**config.mk**
```make
export PLATFORM = sky130hd
export DESIGN_NAME = id_ex_regs
export DESIGN_NICKNAME = d
export VERILOG_FILES = /design/src/design/rv_slice_pkg.sv /design/src/design/id_ex_regs.sv
export VERILOG_INCLUDE_DIRS = /design/src /design/src/design
export SDC_FILE = /design/constraint.sdc
export NUM_CORES = 1
export LEC_CHECK = 0
export ABC_AREA = 1
export BUFFER_PORTS_ARGS = -buffer_cell sky130_fd_sc_hd__buf_2
export CORE_AREA = 2 2 186 188
export CTS_BUF_LIST = sky130_fd_sc_hd__clkbuf_8
export DETAILED_ROUTE_END_ITERATION = 10
export DIE_AREA = 0 0 188 190
export GPL_TIMING_DRIVEN = 0
export PLACE_DENSITY = 0.43
export SYNTH_ARGS = -nofsm -noshare
export SYNTH_HDL_FRONTEND = slang
export SYNTH_SLANG_ARGS = --single-unit
export TNS_END_PERCENT = 1
```
**constraint.sdc**
```tcl
create_clock -name clk -period 2.33 [get_ports clk]
set_clock_uncertainty 0.15 [all_clocks]
set_input_delay 0.466 -clock clk [delete_from_list [all_inputs] [get_ports clk]]
set_output_delay 0.466 -clock clk [all_outputs]
set_load 0.02 [all_outputs]
```
**src/design/rv_slice_cfg.svh**
```systemverilog
`ifndef RV_SLICE_CFG_SVH
`define RV_SLICE_CFG_SVH

// core width, rv64i
`define XLEN            64

// x0..x31
`define REG_ADDR_WIDTH  5

// first fetch address, zero-extended to XLEN where used
`define RESET_PC        32'h8000_0000

`endif

```
**src/design/rv_slice_pkg.sv**
```systemverilog
`include "rv_slice_cfg.svh"

package rv_slice_pkg;

    typedef struct packed {
        logic [6:0]                 funct7;
        logic [`REG_ADDR_WIDTH-1:0] rs2;
        logic [`REG_ADDR_WIDTH-1:0] rs1;
        logic [2:0]                 funct3;
        logic [`REG_ADDR_WIDTH-1:0] rd;
        logic [6:0]                 opcode;
    } r_fmt_t;

    typedef struct packed {
        logic [11:0]                imm12;
        logic [`REG_ADDR_WIDTH-1:0] rs1;
        logic [2:0]                 funct3;
        logic [`REG_ADDR_WIDTH-1:0] rd;
        logic [6:0]                 opcode;
    } i_fmt_t;

    typedef struct packed {
        logic [19:0]                imm20;
        logic [`REG_ADDR_WIDTH-1:0] rd;
        logic [6:0]                 opcode;
    } u_fmt_t;

    // one instruction word, three ways to look at it
    typedef union packed {
        r_fmt_t r_fmt;
        i_fmt_t i_fmt;
        u_fmt_t u_fmt;
    } inst_u;

    typedef enum logic [2:0] {
        ALU_ADD   = 3'd0,
        ALU_SUB   = 3'd1,
        ALU_AND   = 3'd2,
        ALU_OR    = 3'd3,
        ALU_XOR   = 3'd4,
        ALU_SLL   = 3'd5,
        ALU_SRL   = 3'd6,
        ALU_PASS2 = 3'd7    // lui, src2 straight through
    } alu_op_e;

    typedef struct packed {
        logic                       valid;
        logic [`XLEN-1:0]           pc;
        alu_op_e                    alu_op;
        logic [`XLEN-1:0]           src1;
        logic [`XLEN-1:0]           src2;
        logic                       reg_wen;
        logic [`REG_ADDR_WIDTH-1:0] rd;
        logic                       ebreak;
        logic                       illegal;
        inst_u                      inst;       // raw word kept for debug
    } id_ex_t;

    typedef struct packed {
        logic [`XLEN-1:0]           pc;
        logic [`REG_ADDR_WIDTH-1:0] rd;
        logic                       reg_wen;
        logic [`XLEN-1:0]           data;
        logic                       ebreak;
        logic                       illegal;
    } wb_t;

endpackage

```
**src/design/id_ex_regs.sv**
```systemverilog
`timescale 1ns/1ps
`include "rv_slice_cfg.svh"

module id_ex_regs (
    input  logic                 clk,
    input  logic                 rst_n,
    input  rv_slice_pkg::id_ex_t id_rec_i,
    output rv_slice_pkg::id_ex_t ex_rec_o
);

    // free-running stage, a bubble just carries valid low
    always_ff @(posedge clk or negedge rst_n) begin
        if (!rst_n) begin
            ex_rec_o    <= '0;
            ex_rec_o.pc <= {{(`XLEN-32){1'b0}}, `RESET_PC};
        end else begin
            ex_rec_o <= id_rec_i;
        end
    end

endmodule

```
==> results of run 1 <==
path summary, 6_finish.rpt:
kind,endpoint,cells past startpoint,startpoint,slack [ps]
max,ex_rec_o[202],1,ex_rec_o[202],490
min,ex_rec_o[0],2,rst_n,210
max in group asynchronous,ex_rec_o[164],4,rst_n,560
min in group clk,ex_rec_o[2],2,id_rec_i[2],390
final cells by class:
| class | instances | area share (%) |
|---|---|---|
| clock inverter | 14 | 0.936 |
| sequential | 236 | 48.5 |
| clock buffer | 56 | 6.33 |
| timing repair buffer | 712 | 39.5 |
| tap | 455 | 4.68 |
| antenna | 2 | 0.0411 |
layout by cell type, fill, tap and decap left out, drive strengths merged:
master | synthesis | final
dlygate4sd3 | 0 | 237
dfstp | 1 | 1
bufinv | 0 | 2
inv | 0 | 9
buf | 0 | 475
diode | 0 | 2
clkinv | 0 | 1
dfrtp | 235 | 235
clkinvlp | 0 | 2
clkbuf | 0 | 56
power breakdown:
group	switching, mW	internal [mW]
Clock	1.67	2.35
Sequential	0.0568	4.31
Combinational	0.575	0.549
layer usage:
layer	vias to the layer above	track usage [%]	routed length (µm)
met4	0	5.21	619
met5	-	0	0
li1	2249	-	-
met1	2347	12.0	7550
met3	44	5.33	2150
met2	291	19.8	10600
cells in the mapped netlist:
master   count  share of area, %
dfrtp_1    235               100
dfstp_2      1              0.44
cells by family after synthesis:
family / after synthesis / share of synthesized area, %
DFF: 236 / 100
stage by stage:
| stage | hold slack (ps) | instances | setup WS, ps | power (mW) | setup TNS (ps) |
|---|---|---|---|---|---|
| after detailed placement | 188 | 1166 | 488 | 5.26 | 0 |
| after CTS | 141 | 1473 | 375 | 9.70 | 0 |
| final | 208 | 1475 | 492 | 9.51 | 0 |
| after global routing | 190 | 1475 | 373 | 9.98 | 0 |
| after floorplan | 20.4 | 236 | 1160 | 4.72 | 0 |
| after global placement | 422 | 1164 | -3650 | 5.24 | -851300 |
repair_timing:
item | in CTS | in global routing
hold endpoints to repair | 361 | 0
hold buffers | 237 | 0
setup buffers | 0 | 0
==> metrics.yaml, run 1 <==
finalHoldViolCount: 0
powerDensity_nw_per_um2: 781
regArea_um2: 5910
port_buffers: 473
area_delta_synth_final_pct: 106
die_area_um2: 35700
maxSlewHeadroom_pct: 60.9
dp_hpwl_mm: 14.4
worstPathArrival_ps: 1220
drc: 0
synth-seq-area-share_pct: 100
synth_cell_type_count: 2
grt_use_total_pct: 11.5
path_class: "register to output port"
maxSlewViolCount: 0
synth_seq_cells: 236
setup_viol: 0
die_w_um: 188
fill_cells: 3287
drv_cap: 0
syn_nets: 474
status: "complete, no violations"
rsz0062_at_grt: "no"
largest_reg_flops: 236
critPathRequiredTime_ps: 1710
row_count: 68
cp-start-kind: "register"
gp_congestion: 0.752
critPathSlowestCell: "dfstp_2"
cp.buffers_inverters: 1
critical_path.top_delay_family: "flip-flops"
core_um2: 33900
cts_resized: 0
min_period_over_period_pct: 78.9
fmax_mhz: 544
cts_buffers: 42
tightest_slew_ps: 587
hold_path_class: "input pin to asynchronous set/reset pin"
cts.sinks: 236
cpPeakStageDelay_ps: 510
clock-root-buffer: "clkbuf_8"
fin_nets: 1230
crit_chain: "buf_2"
drt_pass1_iterations: 4
ys_warn_count: 0
utilization_pct: 35.9
fin_area_um2: 12200
synth_area_um2: 5910
start_util_pct: 17.4
grt_antenna_before_repair: 3
routed_wl_mm: 20.9
multi_input_area_um2: 0
clockBufferDepth: 3
largestRegisters: "ex_rec_o (236)"
p_leak_nw: 6.11
top_register: "ex_rec_o"
cts_tree: "built"
vias_per_cell: 3.34
grt_start_max_net_pins: 111
ant_nets: 0
layout-drive-gt1-share_pct: 52.8
dieHeight_um: 190
overflow: 0
fin_crit_ps: 1840
critPathCaptureType: "output port"
place_area_um2: 8910
htree_levels: 2
avgSynthCellArea_um2: 25.0
vias: 4931
wire_per_inst_um: 14.2
peakVddDrop_mv: 0.458
grt_pass1_wl_mm: 31.0
cp_max_fo: 1
io_pins: 474
netlist_instances: 236
multi_input_gates: 0
drt_iter0_drc: 138
grt_pass1_vias: 5645
clkTransAtPathRegs_ps: 60
Note: power is estimated with default switching activity, not from simulation.
==> run 2, diff against run 1 <==
--- a/config.mk
+++ b/config.mk
@@ -8,12 +8,12 @@
 export LEC_CHECK = 0
 export ABC_AREA = 1
 export BUFFER_PORTS_ARGS = -buffer_cell sky130_fd_sc_hd__buf_2
-export CORE_AREA = 2 2 186 188
+export CORE_AREA = 2 2 182 184
 export CTS_BUF_LIST = sky130_fd_sc_hd__clkbuf_8
 export DETAILED_ROUTE_END_ITERATION = 10
-export DIE_AREA = 0 0 188 190
+export DIE_AREA = 0 0 184 186
 export GPL_TIMING_DRIVEN = 0
-export PLACE_DENSITY = 0.43
+export PLACE_DENSITY = 0.45
 export SYNTH_ARGS = -nofsm -noshare
 export SYNTH_HDL_FRONTEND = slang
 export SYNTH_SLANG_ARGS = --single-unit
==> constraint.sdc (replaced) <==
create_clock -name clk -period 1.8 [get_ports clk]
set_clock_uncertainty 0.15 [all_clocks]
set_input_delay 0.36 -clock clk [delete_from_list [all_inputs] [get_ports clk]]
set_output_delay 0.36 -clock clk [all_outputs]
set_load 0.02 [all_outputs]
==> run 2 against run 1 <==
Compared with the run above:
- final area decreased by 1.5%
- critical path depth did not move
- non-clock buffer count did not move
- clock-buffer cell count is 8 lower
- wire length is 9.9% lower
- flip-flop and latch count unchanged
- worst setup slack lost 390 ps
- clock power rose by 12%
- die area decreased by 4.2%
- utilization increased by 1.4 points
- power increased by 22%
- critical path type unchanged
- largest cell class unchanged
==> metrics.yaml, run 2 (same netlist as run 1, synthesis figures left out) <==
status: "complete, no violations"
cp.buffers_inverters: 1  # unchanged
start_util_pct: 18.3  # +0.94 points
wire_per_inst_um: 13.2  # -6.9%
grt_pass1_wl_mm: 27.6  # -11%
crit_chain: "buf_2"
swShare_pct: 25.0  # +0.76 points
clock-root-buffer: "clkbuf_8"
core_um2: 32200  # -5.1%
fmax_mhz: 591
seqPwrFrac_pct: 48.6  # +2.7 points
fin_crit_ps: 1690
tightest_slew_ps: 614  # +27.2 ps
dieHeight_um: 186  # -2.1%
p_sw_mw: 2.89  # +26%
top_register: "ex_rec_o"
p_total_mw: 11.6  # +22%
stdcell_count: 1426  # -3.3%
layout_common_cells: "472 x buf_2, 237 x dlygate4sd3_1, 235 x dfrtp_1"
drc: 0  # unchanged
grt_start_max_net_pins: 120  # +8.1%
grt_antenna_before_repair: 0  # -3
drt_iter0_drc: 101  # -27%
area_delta_synth_final_pct: 103
vias: 4895  # -0.73%
layout-drive-gt1-share_pct: 52.5  # -0.24 points
placed_cells: 1119  # -4.0%
finalHoldViolCount: 0  # unchanged
critical_path.top_delay_family: "flip-flops"
io_pins: 474  # unchanged
utilization_pct: 37.2  # +1.4 points
critPathSlowestCell: "dfstp_2"
largestRegisters: "ex_rec_o (236)"
row_count: 66  # -2.9%
ant_nets: 0  # unchanged
port_buffers: 473  # unchanged
place_area_um2: 8850  # -0.66%
cpPeakStageDelay_ps: 510  # about the same
p_clk_share_pct: 38.9  # -3.4 points
overflow: 0  # unchanged
fin_nets: 1228  # -0.16%
place_ws_ps: 582  # +93.3 ps
clockBufferDepth: 3  # unchanged
die_w_um: 184  # -2.1%
cts_tree: "built"
critPathRequiredTime_ps: 1290  # -420 ps
peakVddDrop_mv: 0.685  # +50%
multi_input_area_um2: 0  # unchanged
dp_hpwl_mm: 11.9  # -17%
min_period_over_period_pct: 94.1
cp-start-kind: "register"
powerDensity_nw_per_um2: 968  # +24%
grt_pass1_vias: 5361  # -5.0%
rsz0062_at_grt: "no"
drv_cap: 0  # unchanged
cts.sinks: 236  # unchanged
drt_pass1_iterations: 4  # unchanged
worstPathArrival_ps: 1180  # -40 ps
setup_tns_ps: 0  # unchanged
maxSlewHeadroom_pct: 59.1  # -1.8 points
cp_max_fo: 1  # unchanged
hold_path_class: "input pin to asynchronous set/reset pin"
cellInternalPower_mw: 8.70  # +21%
gp_congestion: 0.704  # -6.3%
fin_area_um2: 12000  # -1.5%
holdWs_ps: 92.2  # -116 ps
grt_use_total_pct: 10.4  # -1.1 points
final_common_cell: "buf_2"
p_comb_share_pct: 12.4  # +0.6 points
multi_input_gates: 0  # unchanged
fin_ws_ps: 107  # -385 ps
critPathCaptureType: "output port"
cp-startpoint: "ex_rec_o[202]"
maxSlewViolCount: 0  # unchanged
p_leak_nw: 6.06  # -0.84%
cts_resized: 0  # unchanged
htree_levels: 2  # unchanged
clkTransAtPathRegs_ps: 60  # about the same
cts_buffers: 40  # -4.8%
die_area_um2: 34200  # -4.2%
path_class: "register to output port"
routed_wl_mm: 18.9  # -9.9%
vias_per_cell: 3.43  # +2.7%
largest_reg_flops: 236  # unchanged
postCtsSetupBuffers: 0  # unchanged
setup_viol: 0  # unchanged
## run 2: final timing paths
| check | to | slack, ps | cells past startpoint |
|---|---|---|---|
| worst max-delay path | ex_rec_o[202] | 110 | 1 |
| worst min-delay path | ex_rec_o[170] | 90 | 2 |
| max in group asynchronous | ex_rec_o[27] | 550 | 3 |
| min in group clk | ex_rec_o[174] | 310 | 2 |
## run 2: timing repair
| action | 4_1_cts | 5_1_grt |
|---|---|---|
| hold buffers | 237 | 0 |
| setup endpoints to repair | 0 | 0 |
| endpoints found under the hold margin | 471 | 0 |
## run 2: per-layer routing
metal / global-route usage (%) / up-vias / part of all wire, %
met3: 4.56 / 49 / 11
li1: - / 2246 / -
met4: 5.31 / 0 / 3.6
met1: 11.2 / 2289 / 36
met2: 17.4 / 311 / 49
met5: 0 / - / 0
## run 2: power groups by stage
stage | clock network (mW) | logic (mW) | registers (mW)
after floorplan | 0 | 0 | 6.10
after global placement | 0 | 1.02 | 5.73
after detailed placement | 0 | 1.04 | 5.73
after CTS | 4.73 | 1.45 | 5.64
after global routing | 4.99 | 1.55 | 5.66
final | 4.52 | 1.44 | 5.64
## run 2: layout make-up
class,instances,area [µm²]
antenna,1,2.50
clock buffer,48,661
clock inverter,21,98.8
fill,3051,20200
sequential,236,5910
tap,408,510
timing repair buffer,712,4800
==> run 3, diff against run 2 <==
--- a/config.mk
+++ b/config.mk
@@ -7,13 +7,13 @@
 export NUM_CORES = 1
 export LEC_CHECK = 0
 export ABC_AREA = 1
-export BUFFER_PORTS_ARGS = -buffer_cell sky130_fd_sc_hd__buf_2
 export CORE_AREA = 2 2 182 184
 export CTS_BUF_LIST = sky130_fd_sc_hd__clkbuf_8
 export DETAILED_ROUTE_END_ITERATION = 10
 export DIE_AREA = 0 0 184 186
+export DONT_BUFFER_PORTS = 1
 export GPL_TIMING_DRIVEN = 0
-export PLACE_DENSITY = 0.45
+export PLACE_DENSITY = 0.32
 export SYNTH_ARGS = -nofsm -noshare
 export SYNTH_HDL_FRONTEND = slang
 export SYNTH_SLANG_ARGS = --single-unit
==> run 3 against run 2 <==
Compared with the run above:
- the run now fails in 4_1_cts
- area after synthesis unchanged
- synthesized cell count unchanged
==> metrics.yaml, run 3 <==
status: "aborted with a tool error"
stop_stage: "4_1_cts"
error: "[ERROR RSZ-0060] Max buffer count reached."
clockBufferDepth: 3  # unchanged
io_pins: 474  # unchanged
synth_edf_count: 0  # unchanged
cts.sinks: 236  # unchanged
row_count: 66  # unchanged
gp_congestion: 0.705  # +0.14%
syn_nets: 474  # unchanged
synth_top_area_share_pct: 99.6  # unchanged
start_util_pct: 18.3  # unchanged
yosysTopAreaCell: "dfrtp_1"
cts_resized: 0  # unchanged
cts_buffers: 38  # -5.0%
async_flop_share_pct: 100  # unchanged
ys_top_cells_by_count: "235 x dfrtp_1, 1 x dfstp_2"
synthFlopType: "dfrtp_1"
hold_buffers: 142  # -40%
dieHeight_um: 186  # unchanged
htree_levels: 2  # unchanged
synth_seq_cells: 236  # unchanged
ys_warn_count: 0  # unchanged
synth-seq-area-share_pct: 100  # unchanged
postCtsSetupBuffers: 0  # unchanged
die_w_um: 184  # unchanged
yosys-top-cells-area: "dfrtp_1 100%, dfstp_2 0.44%"
netlist_instances: 236  # unchanged
clock-root-buffer: "clkbuf_8"
avgSynthCellArea_um2: 25.0  # unchanged
yosysMostFrequentCell: "dfrtp_1"
synth_area_um2: 5910  # unchanged
port_buffers: 0  # -100%
synth_cell_type_count: 2  # unchanged
-- run 3: metrics by stage --
step	setup WS (ps)	utilization, %	area [µm²]	std cells
after floorplan	736	-	5910	236
after detailed placement	720	19.9	6420	644
after global placement	720	19.9	6420	644
-- run 3: kinds of logic after synthesis --
logic type | after synthesis | synth area share, %
flip-flops | 236 | 100
==> run 4, diff against run 3 <==
--- a/config.mk
+++ b/config.mk
@@ -8,12 +8,11 @@
 export LEC_CHECK = 0
 export ABC_AREA = 1
 export CORE_AREA = 2 2 182 184
-export CTS_BUF_LIST = sky130_fd_sc_hd__clkbuf_8
 export DETAILED_ROUTE_END_ITERATION = 10
 export DIE_AREA = 0 0 184 186
 export DONT_BUFFER_PORTS = 1
 export GPL_TIMING_DRIVEN = 0
-export PLACE_DENSITY = 0.32
+export PLACE_DENSITY_LB_ADDON = 0.15
 export SYNTH_ARGS = -nofsm -noshare
 export SYNTH_HDL_FRONTEND = slang
 export SYNTH_SLANG_ARGS = --single-unit
==> run 4 against run 3 <==
Compared with the run above:
- the flow again stops in 4_1_cts
- synthesized cell count unchanged
- area after synthesis unchanged
==> metrics.yaml, run 4 <==
status: "aborted with a tool error"
stop_stage: "4_1_cts"
error: "[ERROR RSZ-0060] Max buffer count reached."
port_buffers: 0  # unchanged
start_util_pct: 18.3  # unchanged
cts_resized: 0  # unchanged
postCtsSetupBuffers: 0  # unchanged
clockBufferDepth: 3  # unchanged
synth_top_area_share_pct: 99.6  # unchanged
netlist_instances: 236  # unchanged
ys_top_cells_by_count: "235 x dfrtp_1, 1 x dfstp_2"
ys_warn_count: 0  # unchanged
async_flop_share_pct: 100  # unchanged
yosysTopAreaCell: "dfrtp_1"
syn_nets: 474  # unchanged
hold_buffers: 138  # -2.8%
synth_cell_type_count: 2  # unchanged
synth_seq_cells: 236  # unchanged
cts_buffers: 25  # -34%
dieHeight_um: 186  # unchanged
avgSynthCellArea_um2: 25.0  # unchanged
place_area_um2: 6420  # unchanged
cts.sinks: 236  # unchanged
place_ws_ps: 725  # +5.55 ps
die_w_um: 184  # unchanged
synth_edf_count: 0  # unchanged
yosys-top-cells-area: "dfrtp_1 100%, dfstp_2 0.44%"
io_pins: 474  # unchanged
yosysMostFrequentCell: "dfrtp_1"
synth-seq-area-share_pct: 100  # unchanged
row_count: 66  # unchanged
clock-root-buffer: "clkbuf_16"
htree_levels: 1  # -1
synth_area_um2: 5910  # unchanged
gp_congestion: 0.793  # +12%
synthFlopType: "dfrtp_1"
[run 4: cells by family after synthesis]
logic type and share of synthesized area, %:
DFF 100
[run 4: through the flow]
| step | utilization (%) | std cells |
|---|---|---|
| after floorplan | - | 236 |
| after global placement | 19.9 | 644 |
| after detailed placement | 19.9 | 644 |
