File: src/design/rv_slice_cfg.svh
`ifndef RV_SLICE_CFG_SVH
`define RV_SLICE_CFG_SVH

// core width, rv64i
`define XLEN            64

// x0..x31
`define REG_ADDR_WIDTH  5

// first fetch address, zero-extended to XLEN where used
`define RESET_PC        32'h8000_0000

`endif

File: src/design/rv_slice_pkg.sv
`include "rv_slice_cfg.svh"

package rv_slice_pkg;

    typedef struct packed {
        logic [6:0]                 funct7;
        logic [`REG_ADDR_WIDTH-1:0] rs2;
        logic [`REG_ADDR_WIDTH-1:0] rs1;
        logic [2:0]                 funct3;
        logic [`REG_ADDR_WIDTH-1:0] rd;
        logic [6:0]                 opcode;
    } r_fmt_t;

    typedef struct packed {
        logic [11:0]                imm12;
        logic [`REG_ADDR_WIDTH-1:0] rs1;
        logic [2:0]                 funct3;
        logic [`REG_ADDR_WIDTH-1:0] rd;
        logic [6:0]                 opcode;
    } i_fmt_t;

    typedef struct packed {
        logic [19:0]                imm20;
        logic [`REG_ADDR_WIDTH-1:0] rd;
        logic [6:0]                 opcode;
    } u_fmt_t;

    // one instruction word, three ways to look at it
    typedef union packed {
        r_fmt_t r_fmt;
        i_fmt_t i_fmt;
        u_fmt_t u_fmt;
    } inst_u;

    typedef enum logic [2:0] {
        ALU_ADD   = 3'd0,
        ALU_SUB   = 3'd1,
        ALU_AND   = 3'd2,
        ALU_OR    = 3'd3,
        ALU_XOR   = 3'd4,
        ALU_SLL   = 3'd5,
        ALU_SRL   = 3'd6,
        ALU_PASS2 = 3'd7    // lui, src2 straight through
    } alu_op_e;

    typedef struct packed {
        logic                       valid;
        logic [`XLEN-1:0]           pc;
        alu_op_e                    alu_op;
        logic [`XLEN-1:0]           src1;
        logic [`XLEN-1:0]           src2;
        logic                       reg_wen;
        logic [`REG_ADDR_WIDTH-1:0] rd;
        logic                       ebreak;
        logic                       illegal;
        inst_u                      inst;       // raw word kept for debug
    } id_ex_t;

    typedef struct packed {
        logic [`XLEN-1:0]           pc;
        logic [`REG_ADDR_WIDTH-1:0] rd;
        logic                       reg_wen;
        logic [`XLEN-1:0]           data;
        logic                       ebreak;
        logic                       illegal;
    } wb_t;

endpackage

File: src/design/inst_decoder.sv
`timescale 1ns/1ps
`include "rv_slice_cfg.svh"

module inst_decoder (
    input  logic                       clk,
    input  logic                       rst_n,
    input  logic                       inst_req_i,
    input  rv_slice_pkg::inst_u        inst_i,
    input  logic [`XLEN-1:0]           rs1_data_i,
    input  logic [`XLEN-1:0]           rs2_data_i,
    output logic                       inst_ack_o,
    output logic [`REG_ADDR_WIDTH-1:0] rs1_addr_o,
    output logic [`REG_ADDR_WIDTH-1:0] rs2_addr_o,
    output rv_slice_pkg::id_ex_t       id_rec_o
);
    import rv_slice_pkg::*;

    localparam logic [6:0]  OPC_OP     = 7'b0110011;
    localparam logic [6:0]  OPC_OP_IMM = 7'b0010011;
    localparam logic [6:0]  OPC_LUI    = 7'b0110111;
    localparam logic [6:0]  OPC_SYSTEM = 7'b1110011;
    localparam logic [31:0] INST_EBREAK = 32'h0010_0073;

    logic             accept;
    logic [`XLEN-1:0] pc_q;
    logic [`XLEN-1:0] imm_i;
    logic [`XLEN-1:0] imm_u;

    assign accept     = inst_req_i & ~inst_ack_o;  // req seen, not yet acked
    assign rs1_addr_o = inst_i.r_fmt.rs1;
    assign rs2_addr_o = inst_i.r_fmt.rs2;
    assign imm_i = {{(`XLEN-12){inst_i.i_fmt.imm12[11]}}, inst_i.i_fmt.imm12};
    assign imm_u = {{(`XLEN-32){inst_i.u_fmt.imm20[19]}}, inst_i.u_fmt.imm20, 12'b0};

    // four-phase ack and pc counter
    always_ff @(posedge clk or negedge rst_n) begin
        if (!rst_n) begin
            inst_ack_o <= 1'b0;
            pc_q       <= {{(`XLEN-32){1'b0}}, `RESET_PC};
        end else if (accept) begin
            inst_ack_o <= 1'b1;
            pc_q       <= pc_q + `XLEN'd4;
        end else if (!inst_req_i) begin
            inst_ack_o <= 1'b0;                     // source has let go
        end
    end

    always_comb begin
        id_rec_o         = '0;
        id_rec_o.valid   = accept;
        id_rec_o.pc      = pc_q;
        id_rec_o.rd      = inst_i.r_fmt.rd;
        id_rec_o.inst    = inst_i;
        id_rec_o.src1    = rs1_data_i;
        id_rec_o.src2    = rs2_data_i;
        id_rec_o.alu_op  = ALU_ADD;
        id_rec_o.reg_wen = 1'b1;
        case (inst_i.r_fmt.opcode)
            OPC_OP: begin
                if (inst_i.r_fmt.funct7 == 7'b0100000 && inst_i.r_fmt.funct3 == 3'b000) begin
                    id_rec_o.alu_op = ALU_SUB;
                end else if (inst_i.r_fmt.funct7 == 7'b0000000) begin
                    case (inst_i.r_fmt.funct3)
                        3'b000:  id_rec_o.alu_op = ALU_ADD;
                        3'b001:  id_rec_o.alu_op = ALU_SLL;
                        3'b100:  id_rec_o.alu_op = ALU_XOR;
                        3'b101:  id_rec_o.alu_op = ALU_SRL;
                        3'b110:  id_rec_o.alu_op = ALU_OR;
                        3'b111:  id_rec_o.alu_op = ALU_AND;
                        default: id_rec_o.illegal = 1'b1;
                    endcase
                    if (id_rec_o.alu_op == ALU_SLL || id_rec_o.alu_op == ALU_SRL) begin
                        id_rec_o.src2 = {{(`XLEN-6){1'b0}}, rs2_data_i[5:0]};  // shamt only
                    end
                end else begin
                    id_rec_o.illegal = 1'b1;
                end
            end
            OPC_OP_IMM: begin
                id_rec_o.src2 = imm_i;
                case (inst_i.i_fmt.funct3)
                    3'b000:  id_rec_o.alu_op = ALU_ADD;
                    3'b100:  id_rec_o.alu_op = ALU_XOR;
                    3'b110:  id_rec_o.alu_op = ALU_OR;
                    3'b111:  id_rec_o.alu_op = ALU_AND;
                    default: id_rec_o.illegal = 1'b1;   // shifts-imm not supported
                endcase
            end
            OPC_LUI: begin
                id_rec_o.alu_op = ALU_PASS2;
                id_rec_o.src2   = imm_u;
            end
            OPC_SYSTEM: begin
                id_rec_o.reg_wen = 1'b0;
                if (inst_i == INST_EBREAK) id_rec_o.ebreak = 1'b1;
                else                        id_rec_o.illegal = 1'b1;
            end
            default: id_rec_o.illegal = 1'b1;
        endcase
        if (id_rec_o.illegal) id_rec_o.reg_wen = 1'b0;
    end

endmodule

File: config.mk
export PLATFORM = sky130hd
export DESIGN_NAME = inst_decoder
export DESIGN_NICKNAME = d
export VERILOG_FILES = /design/src/design/rv_slice_pkg.sv /design/src/design/inst_decoder.sv
export VERILOG_INCLUDE_DIRS = /design/src /design/src/design
export SDC_FILE = /design/constraint.sdc
export NUM_CORES = 1
export LEC_CHECK = 0
export BUFFER_PORTS_ARGS = -buffer_cell sky130_fd_sc_hd__clkbuf_2
export CORE_AREA = 4 4 157 159
export CTS_CLUSTER_DIAMETER = 50
export DETAILED_ROUTE_END_ITERATION = 6
export DIE_AREA = 0 0 161 163
export MAX_ROUTING_LAYER = met4
export PLACE_DENSITY = 0.57
export SYNTH_ARGS = -nofsm -noshare
export SYNTH_HDL_FRONTEND = slang
export SYNTH_SLANG_ARGS = --single-unit
export TNS_END_PERCENT = 100
File: constraint.sdc
create_clock -name clk -period 2.5 [get_ports clk]
set_input_delay 0.375 -clock clk [delete_from_list [all_inputs] [get_ports clk]]
set_output_delay 0.375 -clock clk [all_outputs]
set_load 0.02 [all_outputs]
==> impl_metrics.json, run 1 <==
{
  "num_vias": 4484,
  "share_of_cells_above_drive_strength_1_pct": 51.3,
  "timing_max_transition_violations_final": 0,
  "yosys-top-cells-area": "dfrtp_1 (33%), buf_4 (19%), xnor2_1 (8.7%)",
  "postPlaceCellArea_mm2": 0.00583,
  "critical-path-slowest-cell": "or4_4",
  "max_freq_ghz": 0.372,
  "tritoncts": "done",
  "clk_pin_slew_worst_paths_ns": 0.06,
  "clkPwrFrac_pct": 38.8,
  "postSynthAreaPerCell_um2": 9.33,
  "cts.sinks": 63,
  "clk_path_buf_depth": 2,
  "post-route-worst-setup-slack_ns": -0.188,
  "design.final.nets": 864,
  "floorplan_die_area_mm2": 0.0262,
  "grt.met3_usage_pct": 4.15,
  "postLayoutCellArea_mm2": 0.00658,
  "grt_use_met2_pct": 21.2,
  "first_global_vias": 4228,
  "finClkSkew_ns": 0.0104,
  "synthToLayoutAreaGrowth_pct": 41.5,
  "switching_share_pct": 32.1,
  "power_switching_w": 0.000989,
  "run_status": "finished, violations left",
  "cellPowerDensity_mw_per_mm2": 468,
  "ys_async_sr_fraction_pct": 100,
  "worst_ep_required_time_ns": 2.12,
  "final_hold_viol_count": 0,
  "synth-seq-cells": 63,
  "placement.io_buffers": 279,
  "synthDominantAreaCellType": "dfrtp_1",
  "area_occupied_by_multi_input_gates_mm2": 0.00218,
  "finalCriticalPeriod_ns": 2.69,
  "detailedRoute.firstIterationViolations": 277,
  "synth-main-ff-cell": "dfrtp_1",
  "worst_path_dominant_cell_family": "simple AND/OR/NAND/NOR gates",
  "grt_setup_unrepaired": "true",
  "post_drt_via_cell_ratio": 4.37,
  "drt-total-wl_mm": 18.6,
  "floorplan.initialDensity_pct": 20.0,
  "layout.filler_cells": 2506,
  "floorplan.die.height_um": 163,
  "detailedPlace.worstSlack_ns": -0.299,
  "detail_route.first_pass.iterations": 5,
  "slowest_delay_ns": 0.56,
  "criticalPathCategory": "in -> out",
  "grt_overflow_total": 0,
  "cellInternalPower_w": 0.00209,
  "mostFrequentLayoutCells": "clkbuf_2 (217), dfrtp_1 (62), xnor2_1 (46)",
  "worst-endpoint-arrival_ns": 2.31,
  "tritoncts.num_buffers": 9,
  "cp_num_buf_inv": 3,
  "final_setup_violating_endpoints": 60,
  "worstPathMaxFanout": 25,
  "timing.max_cap.violations": 0,
  "grt_first_pass_wirelength_mm": 26.0,
  "cts_root_buffer": "clkbuf_16",
  "synth.top_cell.area_share_pct": 33.4,
  "cp-end-kind": "primary output",
  "synth_unique_cells": 45,
  "initial_antenna_violation_count": 1,
  "synth_edf_count": 0,
  "timing.critical_path.cells": "buf_6, or4_4, nor3_4, nand3b_1, o31a_4, buf_12, a221o_1, buf_2",
  "synthCells": 498,
  "share_seq_of_total_power_pct": 37.0,
  "netlist_area_mm2": 0.00465,
  "htree_num_levels": 3,
  "failed_checks": "negative setup slack",
  "layout_worst_path_cycle_share_pct": 108,
  "remaining_drc_errors": 0,
  "drtAntennaViolNets": 0,
  "clock_insertion_delay_at_the_later_pin_of_the_skew_report_ns": 0.32,
  "io_pins": 410,
  "synthesis.yosys.warnings": 0,
  "die_width_um": 161,
  "min_path_type": "in -> async",
  "row_count": 56,
  "vdd_drop_max_mv": 0.399,
  "use_met1_pct": 16.1,
  "p_leak_nw": 3.50,
  "placeableCoreArea_mm2": 0.0233,
  "share_comb_of_total_power_pct": 24.2,
  "synth.yosys.seq_area_share_pct": 34.0,
  "cp-start-kind": "primary input",
  "final_common_cell": "clkbuf_2",
  "grt_max_degree": 33,
  "grt_busiest_layer": "met2",
  "track_usage_pct": 13.1,
  "gpl.final_weighted_congestion": 0.816,
  "detailedPlacementHpwl_mm": 15.0,
  "wl_per_cell_um": 18.2,
  "ff_latch_area_mm2": 0.00158
}
## cell type report
class / instances / area share [%]
multi-input combinational: 292 / 33.2
antenna: 1 / 0.0380
inverter: 8 / 0.457
clock buffer: 10 / 3.63
tap: 319 / 6.07
clock inverter: 6 / 0.780
timing repair buffer: 326 / 31.9
sequential: 63 / 24.0
## sequential cells by signal, summed over array words and instances (netlist names)
name and count:
inst_ack_o 1, pc_q 62
## Yosys cell counts (all sizes together), types with 2 or more instances
master  count
a31oi       2
a22o       11
and4        7
clkbuf     16
nand4      24
and2        3
and3       12
xnor2      46
dfrtp      62
nand3      29
xor2       16
nor4b       3
buf       120
inv         8
a21oi       2
nand2      21
nand4b      3
nor3       13
a221o      19
or4         2
nor4       11
a21o       34
nor2       18
nand2b      2
## power groups by stage
stage / clock, W / sequential [W] / combinational, W
final: 0.00120 / 0.00114 / 0.000745
after CTS: 0.00122 / 0.00114 / 0.000702
after global routing: 0.00126 / 0.00115 / 0.000792
after global placement: 0 / 0.00116 / 0.000690
after detailed placement: 0 / 0.00116 / 0.000691
after floorplan: 0 / 0.00120 / 0.000498
## worst register-to-register path: cells and delay by family, from the launching register on
kind	cells	cell delay, ns
and+or+nand+nor	4	1.28
xor gates and xnor gates	1	0.15
buffers and inverters	1	0.26
DFF	1	0.45
## kinds of logic after synthesis
group                      after synthesis  synth area share [%]
muxes                                    1                 0.242
buffers and inverters                  144                  21.2
xor gates and xnor gates                62                  11.7
DFF                                     63                  34.0
other                                    1                0.0807
AOI/OAI and AO/OA                       74                  13.2
adders and majority gates                1                 0.269
and+or+nand+nor                        152                  19.4
## per-stage QoR
stage | hold slack, ns | TNS [ns] | power, W | cells | util, %
4_1_cts | 0.0863 | -7.39 | 0.00306 | 1019 | 26.9
5_1_grt | 0.113 | -9.81 | 0.00321 | 1025 | 28.3
3_3_place_gp | 0.434 | -8.93 | 0.00185 | 998 | 25.0
3_5_place_dp | 0.436 | -11.58 | 0.00185 | 998 | 25.0
2_1_floorplan | 0.0794 | -0.0962 | 0.00170 | 499 | -
6_report | 0.0788 | -7.36 | 0.00308 | 1025 | 28.3
## what timing repair did
action	4_1_cts	5_1_grt
gates resized for setup	15	127
gates cloned	1	3
endpoints found under the setup margin	63	63
pin swaps	3	24
hold buffers	0	0
buffers inserted	4	3
## final timing paths
kind / start / endpoint / slack (ns) / cells after the start
setup / recovery: inst_i[26] / id_rec_o[68] / -0.19 / 8
hold / removal: rst_n / pc_q[62] / 0.08 / 2
setup reg to reg: pc_q[10] / pc_q[60] / 0.26 / 6
hold reg to reg: pc_q[63] / pc_q[63] / 0.48 / 1
max in group asynchronous: rst_n / pc_q[31] / 2.10 / 2
min in group clk: inst_req_i / inst_ack_o / 0.19 / 1
## metal layers
| metal | share of wire (%) | vias to the layer above |
|---|---|---|
| li1 | - | 2077 |
| met1 | 41 | 2139 |
| met2 | 48 | 233 |
| met3 | 9.5 | 35 |
| met4 | 1.6 | 0 |
| met5 | 0 | - |
Power figures use the tool's default switching activity.
==> run 2: changes to the inputs <==
PLACE_DENSITY = 0.52   (was 0.57)
==> run 2 against run 1 <==
Net effect:
- the run still ends with negative setup slack left
- worst hold slack worse by 0.024 ns
- fmax is 1.2% higher
- register-to-register slack better by 0.08 ns
- combinational power is 2% higher
- highest routed layer unchanged
- sequential cell count stayed put
- count of clock-buffer cells in the layout is 3 higher
- core utilization is 0.20 points lower
- via count is 1.2% lower
==> impl_metrics.json, run 2 (synthesized netlist as in run 1, its figures left out) <==
{
  "detailedRoute.firstIterationViolations": 171,
  "gpl.final_weighted_congestion": 0.779,
  "drt-total-wl_mm": 19.2,
  "final_hold_viol_count": 0,
  "num_vias": 4428,
  "cellPowerDensity_mw_per_mm2": 485,
  "post-route-worst-setup-slack_ns": -0.157,
  "slew_headroom_pct": 65.9,
  "grt_setup_unrepaired": "true",
  "timing.max_cap.violations": 0,
  "failed_checks": "negative setup slack",
  "worst-endpoint-arrival_ns": 2.28,
  "postLayoutCellArea_mm2": 0.00653,
  "tritoncts": "done",
  "crit_cells": 8,
  "reg.largest.list": "pc_q: 62 flops, inst_ack_o: 1 flops",
  "cp-start-kind": "primary input",
  "flip_flop_count_of_the_largest_register_all_copies_and_words_added": 62,
  "layout.filler_cells": 2538,
  "floorplan.initialDensity_pct": 20.0,
  "finClkSkew_ns": 0.00579,
  "die_width_um": 161,
  "final_common_cell": "clkbuf_2",
  "floorplan_die_area_mm2": 0.0262,
  "layout_worst_path_cycle_share_pct": 106,
  "placeableCoreArea_mm2": 0.0233,
  "p_leak_nw": 3.48,
  "track_usage_pct": 13.8,
  "remaining_drc_errors": 0,
  "fin_util_pct": 28.1,
  "mostFrequentLayoutCells": "clkbuf_2 (222), dfrtp_1 (62), xnor2_1 (46)",
  "post_drt_via_cell_ratio": 4.33,
  "detailedPlacementHpwl_mm": 15.5,
  "cts.sinks": 63,
  "clock_insertion_delay_at_the_later_pin_of_the_skew_report_ns": 0.33,
  "tritoncts.num_buffers": 9,
  "row_count": 56,
  "min_path_type": "in -> async",
  "detailedPlace.worstSlack_ns": -0.270,
  "fin_setup_tns_ns": -6.06,
  "io_pins": 410,
  "worstPathMaxFanout": 29,
  "grt_first_pass_wirelength_mm": 27.0,
  "criticalPathCategory": "in -> out",
  "timing_max_transition_violations_final": 0,
  "placement.io_buffers": 279,
  "grt_max_degree": 64,
  "cts_root_buffer": "clkbuf_16",
  "postPlaceCellArea_mm2": 0.00583,
  "htree_num_levels": 3,
  "finalCriticalPeriod_ns": 2.66,
  "cp_num_buf_inv": 3,
  "clk_pin_slew_worst_paths_ns": 0.06,
  "worst_margin_slew_ns": 0.511,
  "floorplan.die.height_um": 163,
  "worst-r2r-cell-count": 6,
  "final_setup_violating_endpoints": 61,
  "worst_ep_required_time_ns": 2.12,
  "clk_path_buf_depth": 2,
  "cp-end-kind": "primary output",
  "share_of_cells_above_drive_strength_1_pct": 50.1,
  "initial_antenna_violation_count": 6,
  "drtAntennaViolNets": 0,
  "critical-path-slowest-cell": "or4_4",
  "first_global_vias": 4204,
  "timing.critical_path.cells": "buf_6, or4_4, nor3_4, nand3b_1, o31a_4, buf_12, a221o_1, buf_2",
  "totalPowerFinal_w": 0.00316,
  "design.final.nets": 857,
  "run_status": "finished, violations left",
  "synthToLayoutAreaGrowth_pct": 40.5,
  "grt_overflow_total": 0,
  "most_flops_register": "pc_q",
  "vdd_drop_max_mv": 0.435,
  "slowest_delay_ns": 0.56,
  "worst_path_dominant_cell_family": "simple AND/OR/NAND/NOR gates",
  "detail_route.first_pass.iterations": 4,
  "max_freq_ghz": 0.376,
  "wl_per_cell_um": 18.8
}
==> run 2: changes by cell type in the layout (fill, tap and decap cells not counted), sizes merged <==
cell      delta
clkinvlp     -2
bufinv       +1
inv          -3
buf         -13
diode        +4
clkbuf       +9
clkinv       +1
==> run 2: power by group <==
| group | total, W | internal, W | switching [W] |
|---|---|---|---|
| Combinational | 0.000758 | 0.000321 | 0.000437 |
| Sequential | 0.00113 | 0.00107 | 0.0000630 |
| Clock | 0.00127 | 0.000825 | 0.000449 |
| Total | 0.00316 | 0.00221 | 0.000949 |
==> run 2: routing by layer <==
metal | global-route usage, % | wire length (µm) | vias to the layer above | share of wire [%]
met4 | 2.68 | 280 | 0 | 1.5
met1 | 16.0 | 7510 | 2106 | 39
met2 | 22.1 | 9210 | 222 | 48
met5 | - | 0 | - | 0
met3 | 6.66 | 2170 | 31 | 11
li1 | - | - | 2069 | -
==> run 2: what timing repair did <==
item	CTS	global route
hold buffers	0	0
endpoints found under the hold margin	0	0
resized for setup	17	111
cloned	1	3
pin swaps	1	27
setup buffers	2	0
endpoints found under the setup margin	62	63
==> run 2: path summary, 6_finish.rpt <==
kind                            start            to  slack [ns]
min                             rst_n      pc_q[14]        0.05
max reg2reg                  pc_q[10]      pc_q[60]        0.34
max                        inst_i[26]  id_rec_o[52]       -0.16
min in group clk           inst_req_i    inst_ack_o        0.18
min reg2reg                  pc_q[59]      pc_q[59]        0.50
max in group asynchronous       rst_n      pc_q[31]        2.14
==> run 2: final cells by class <==
| cell class | instances | area, µm² | share of cell area [%] |
|---|---|---|---|
| clock inverter | 3 | 42.5 | 0.651 |
| multi-input combinational | 292 | 2140 | 32.8 |
| inverter | 8 | 30.0 | 0.460 |
| antenna | 5 | 12.5 | 0.192 |
| timing repair buffer | 319 | 2070 | 31.6 |
| clock buffer | 13 | 260 | 3.99 |
| tap | 319 | 399 | 6.11 |
| sequential | 63 | 1580 | 24.2 |
==> run 2: through the flow <==
step	std cells	hold slack [ns]
after floorplan	499	0.0794
after global placement	995	0.423
after detailed placement	995	0.419
after CTS	1014	0.0646
after global routing	1021	0.0849
final	1022	0.0546
==> run 3: changes to the inputs <==
HOLD_SLACK_MARGIN = 0.12   (was default)
==> run 3 against run 2 <==
Net effect:
- the run still ends with negative setup slack left
- count of clock-buffer cells in the layout unchanged
- via count fell by 0.38%
- global-route usage is essentially flat
- non-clock buffer count rose by 1
- core utilization barely moved
- total power is essentially flat
- final cell count unchanged
- sequential cell count is the same
- worst hold slack improved by 0.13 ns
- sequential share of layout area is essentially flat
- die area is the same
- largest cell class unchanged
==> impl_metrics.json, run 3 (synthesized netlist as in run 1, its figures left out) <==
{
  "drt-total-wl_mm": 19.1,
  "layout.filler_cells": 2538,
  "slew_headroom_pct": 66.4,
  "failed_checks": "negative setup slack",
  "reg.largest.list": "pc_q: 62 flops, inst_ack_o: 1 flops",
  "cts.sinks": 63,
  "final_hold_viol_count": 0,
  "max_freq_ghz": 0.375,
  "synthToLayoutAreaGrowth_pct": 40.7,
  "power_switching_w": 0.000951,
  "row_count": 56,
  "post_drt_via_cell_ratio": 4.32,
  "switching_share_pct": 30.0,
  "gpl.final_weighted_congestion": 0.779,
  "worst-r2r-cell-count": 6,
  "timing.hold.worst_path_depth": 1,
  "grt_overflow_total": 0,
  "clk_pin_slew_worst_paths_ns": 0.06,
  "placeableCoreArea_mm2": 0.0233,
  "totalPowerFinal_w": 0.00317,
  "tritoncts.num_buffers": 9,
  "htree_num_levels": 3,
  "grt_setup_unrepaired": "true",
  "first_global_vias": 4207,
  "run_status": "finished, violations left",
  "timing.max_cap.violations": 0,
  "cellInternalPower_w": 0.00222,
  "io_pins": 410,
  "layout_worst_path_cycle_share_pct": 107,
  "reg2reg_from": "pc_q[10]",
  "design.final.nets": 858,
  "cp-start-kind": "primary input",
  "hold_path_startpoint": "inst_req_i",
  "worst_ep_required_time_ns": 2.12,
  "num_vias": 4411,
  "detailedPlacementHpwl_mm": 15.5,
  "crit_path_start": "inst_i[26]",
  "whs_ns": 0.183,
  "track_usage_pct": 13.8,
  "ff2ff_setup_slack_ns": 0.34,
  "criticalPathCategory": "in -> out",
  "r2r-end": "pc_q[60]",
  "floorplan.die.height_um": 163,
  "worst_margin_slew_ns": 0.504,
  "hold_path_end": "inst_ack_o",
  "final_common_cell": "clkbuf_2",
  "fin_setup_tns_ns": -6.36,
  "detailedPlace.worstSlack_ns": -0.270,
  "post-route-worst-setup-slack_ns": -0.167,
  "worst-endpoint-arrival_ns": 2.29,
  "worstPathMaxFanout": 29,
  "detail_route.first_pass.iterations": 4,
  "share_seq_of_total_power_pct": 35.7,
  "finalCriticalPeriod_ns": 2.67,
  "cts_root_buffer": "clkbuf_16",
  "die_width_um": 161,
  "cellPowerDensity_mw_per_mm2": 484,
  "placement.io_buffers": 279,
  "wl_per_cell_um": 18.7,
  "grt_first_pass_wirelength_mm": 27.0,
  "finClkSkew_ns": 0.00595,
  "floorplan.initialDensity_pct": 20.0,
  "mostFrequentLayoutCells": "clkbuf_2 (222), dfrtp_1 (62), xnor2_1 (46)",
  "share_of_cells_above_drive_strength_1_pct": 50.1,
  "remaining_drc_errors": 0,
  "cp-end-kind": "primary output",
  "placed_cells_incl_taps": 995,
  "clk_path_buf_depth": 2,
  "share_comb_of_total_power_pct": 24.0,
  "floorplan_die_area_mm2": 0.0262,
  "tritoncts": "done",
  "clock_insertion_delay_at_the_later_pin_of_the_skew_report_ns": 0.33,
  "p_leak_nw": 3.48,
  "timing_max_transition_violations_final": 0,
  "final_cells": 1022,
  "detailedRoute.firstIterationViolations": 180,
  "flip_flop_count_of_the_largest_register_all_copies_and_words_added": 62,
  "most_flops_register": "pc_q",
  "min_path_type": "in -> reg",
  "final_setup_violating_endpoints": 61,
  "initial_antenna_violation_count": 6,
  "clkPwrFrac_pct": 40.3,
  "drtAntennaViolNets": 0,
  "vdd_drop_max_mv": 0.435,
  "grt_max_degree": 64
}
-- run 3: power by group through the flow --
stage | Clock (W) | Sequential, W | Combinational (W)
5_1_grt | 0.00136 | 0.00114 | 0.000808
3_3_place_gp | 0 | 0.00115 | 0.000709
3_5_place_dp | 0 | 0.00115 | 0.000710
4_1_cts | 0.00131 | 0.00113 | 0.000725
6_report | 0.00128 | 0.00113 | 0.000759
2_1_floorplan | 0 | 0.00120 | 0.000498
-- run 3: through the flow --
stage | area (µm²) | utilization (%)
2_1_floorplan | 4660 | -
3_3_place_gp | 5830 | 25.1
3_5_place_dp | 5830 | 25.1
4_1_cts | 6270 | 27.0
5_1_grt | 6540 | 28.1
6_report | 6540 | 28.1
-- run 3: timing repair --
action,in CTS,in global routing
gates resized for setup,17,111
setup endpoints to repair,62,63
hold buffers,1,0
buffers inserted,2,0
gates cloned,1,3
pin swaps,1,27
hold endpoints to repair,62,0
-- run 3: layout make-up --
| type | count | area (µm²) | area share (%) |
|---|---|---|---|
| Multi-Input combinational cell | 292 | 2140 | 32.8 |
| Timing Repair Buffer | 320 | 2080 | 31.8 |
| Sequential cell | 63 | 1580 | 24.1 |
| Tap cell | 319 | 399 | 6.11 |
| Clock buffer | 13 | 260 | 3.98 |
| Clock inverter | 3 | 42.5 | 0.651 |
| Inverter | 8 | 30.0 | 0.459 |
| Antenna cell | 4 | 10.0 | 0.153 |
-- run 3: per-layer routing --
layer | global-route usage (%) | up-vias | part of all wire, %
met3 | 6.66 | 31 | 11
met1 | 16.0 | 2091 | 39
li1 | - | 2071 | -
met2 | 22.1 | 218 | 48
met5 | - | - | 0
met4 | 2.68 | 0 | 1.5
-- run 3: worst max-delay path by stage --
stage | cells after the start | end | slack (ns)
after floorplan | 5 | id_rec_o[32] | -0.1
after global placement | 8 | id_rec_o[52] | -0.21
after detailed placement | 8 | id_rec_o[52] | -0.27
after CTS | 8 | id_rec_o[52] | -0.15
after global routing | 8 | id_rec_o[68] | -0.22
final | 8 | id_rec_o[52] | -0.17
-- run 3: critical path, stage by stage --
cell      delay, ns
buf_6          0.09
or4_4          0.57
nor3_4         0.15
nand3b_1       0.13
o31a_4         0.32
buf_12         0.17
a221o_1        0.31
buf_2          0.16
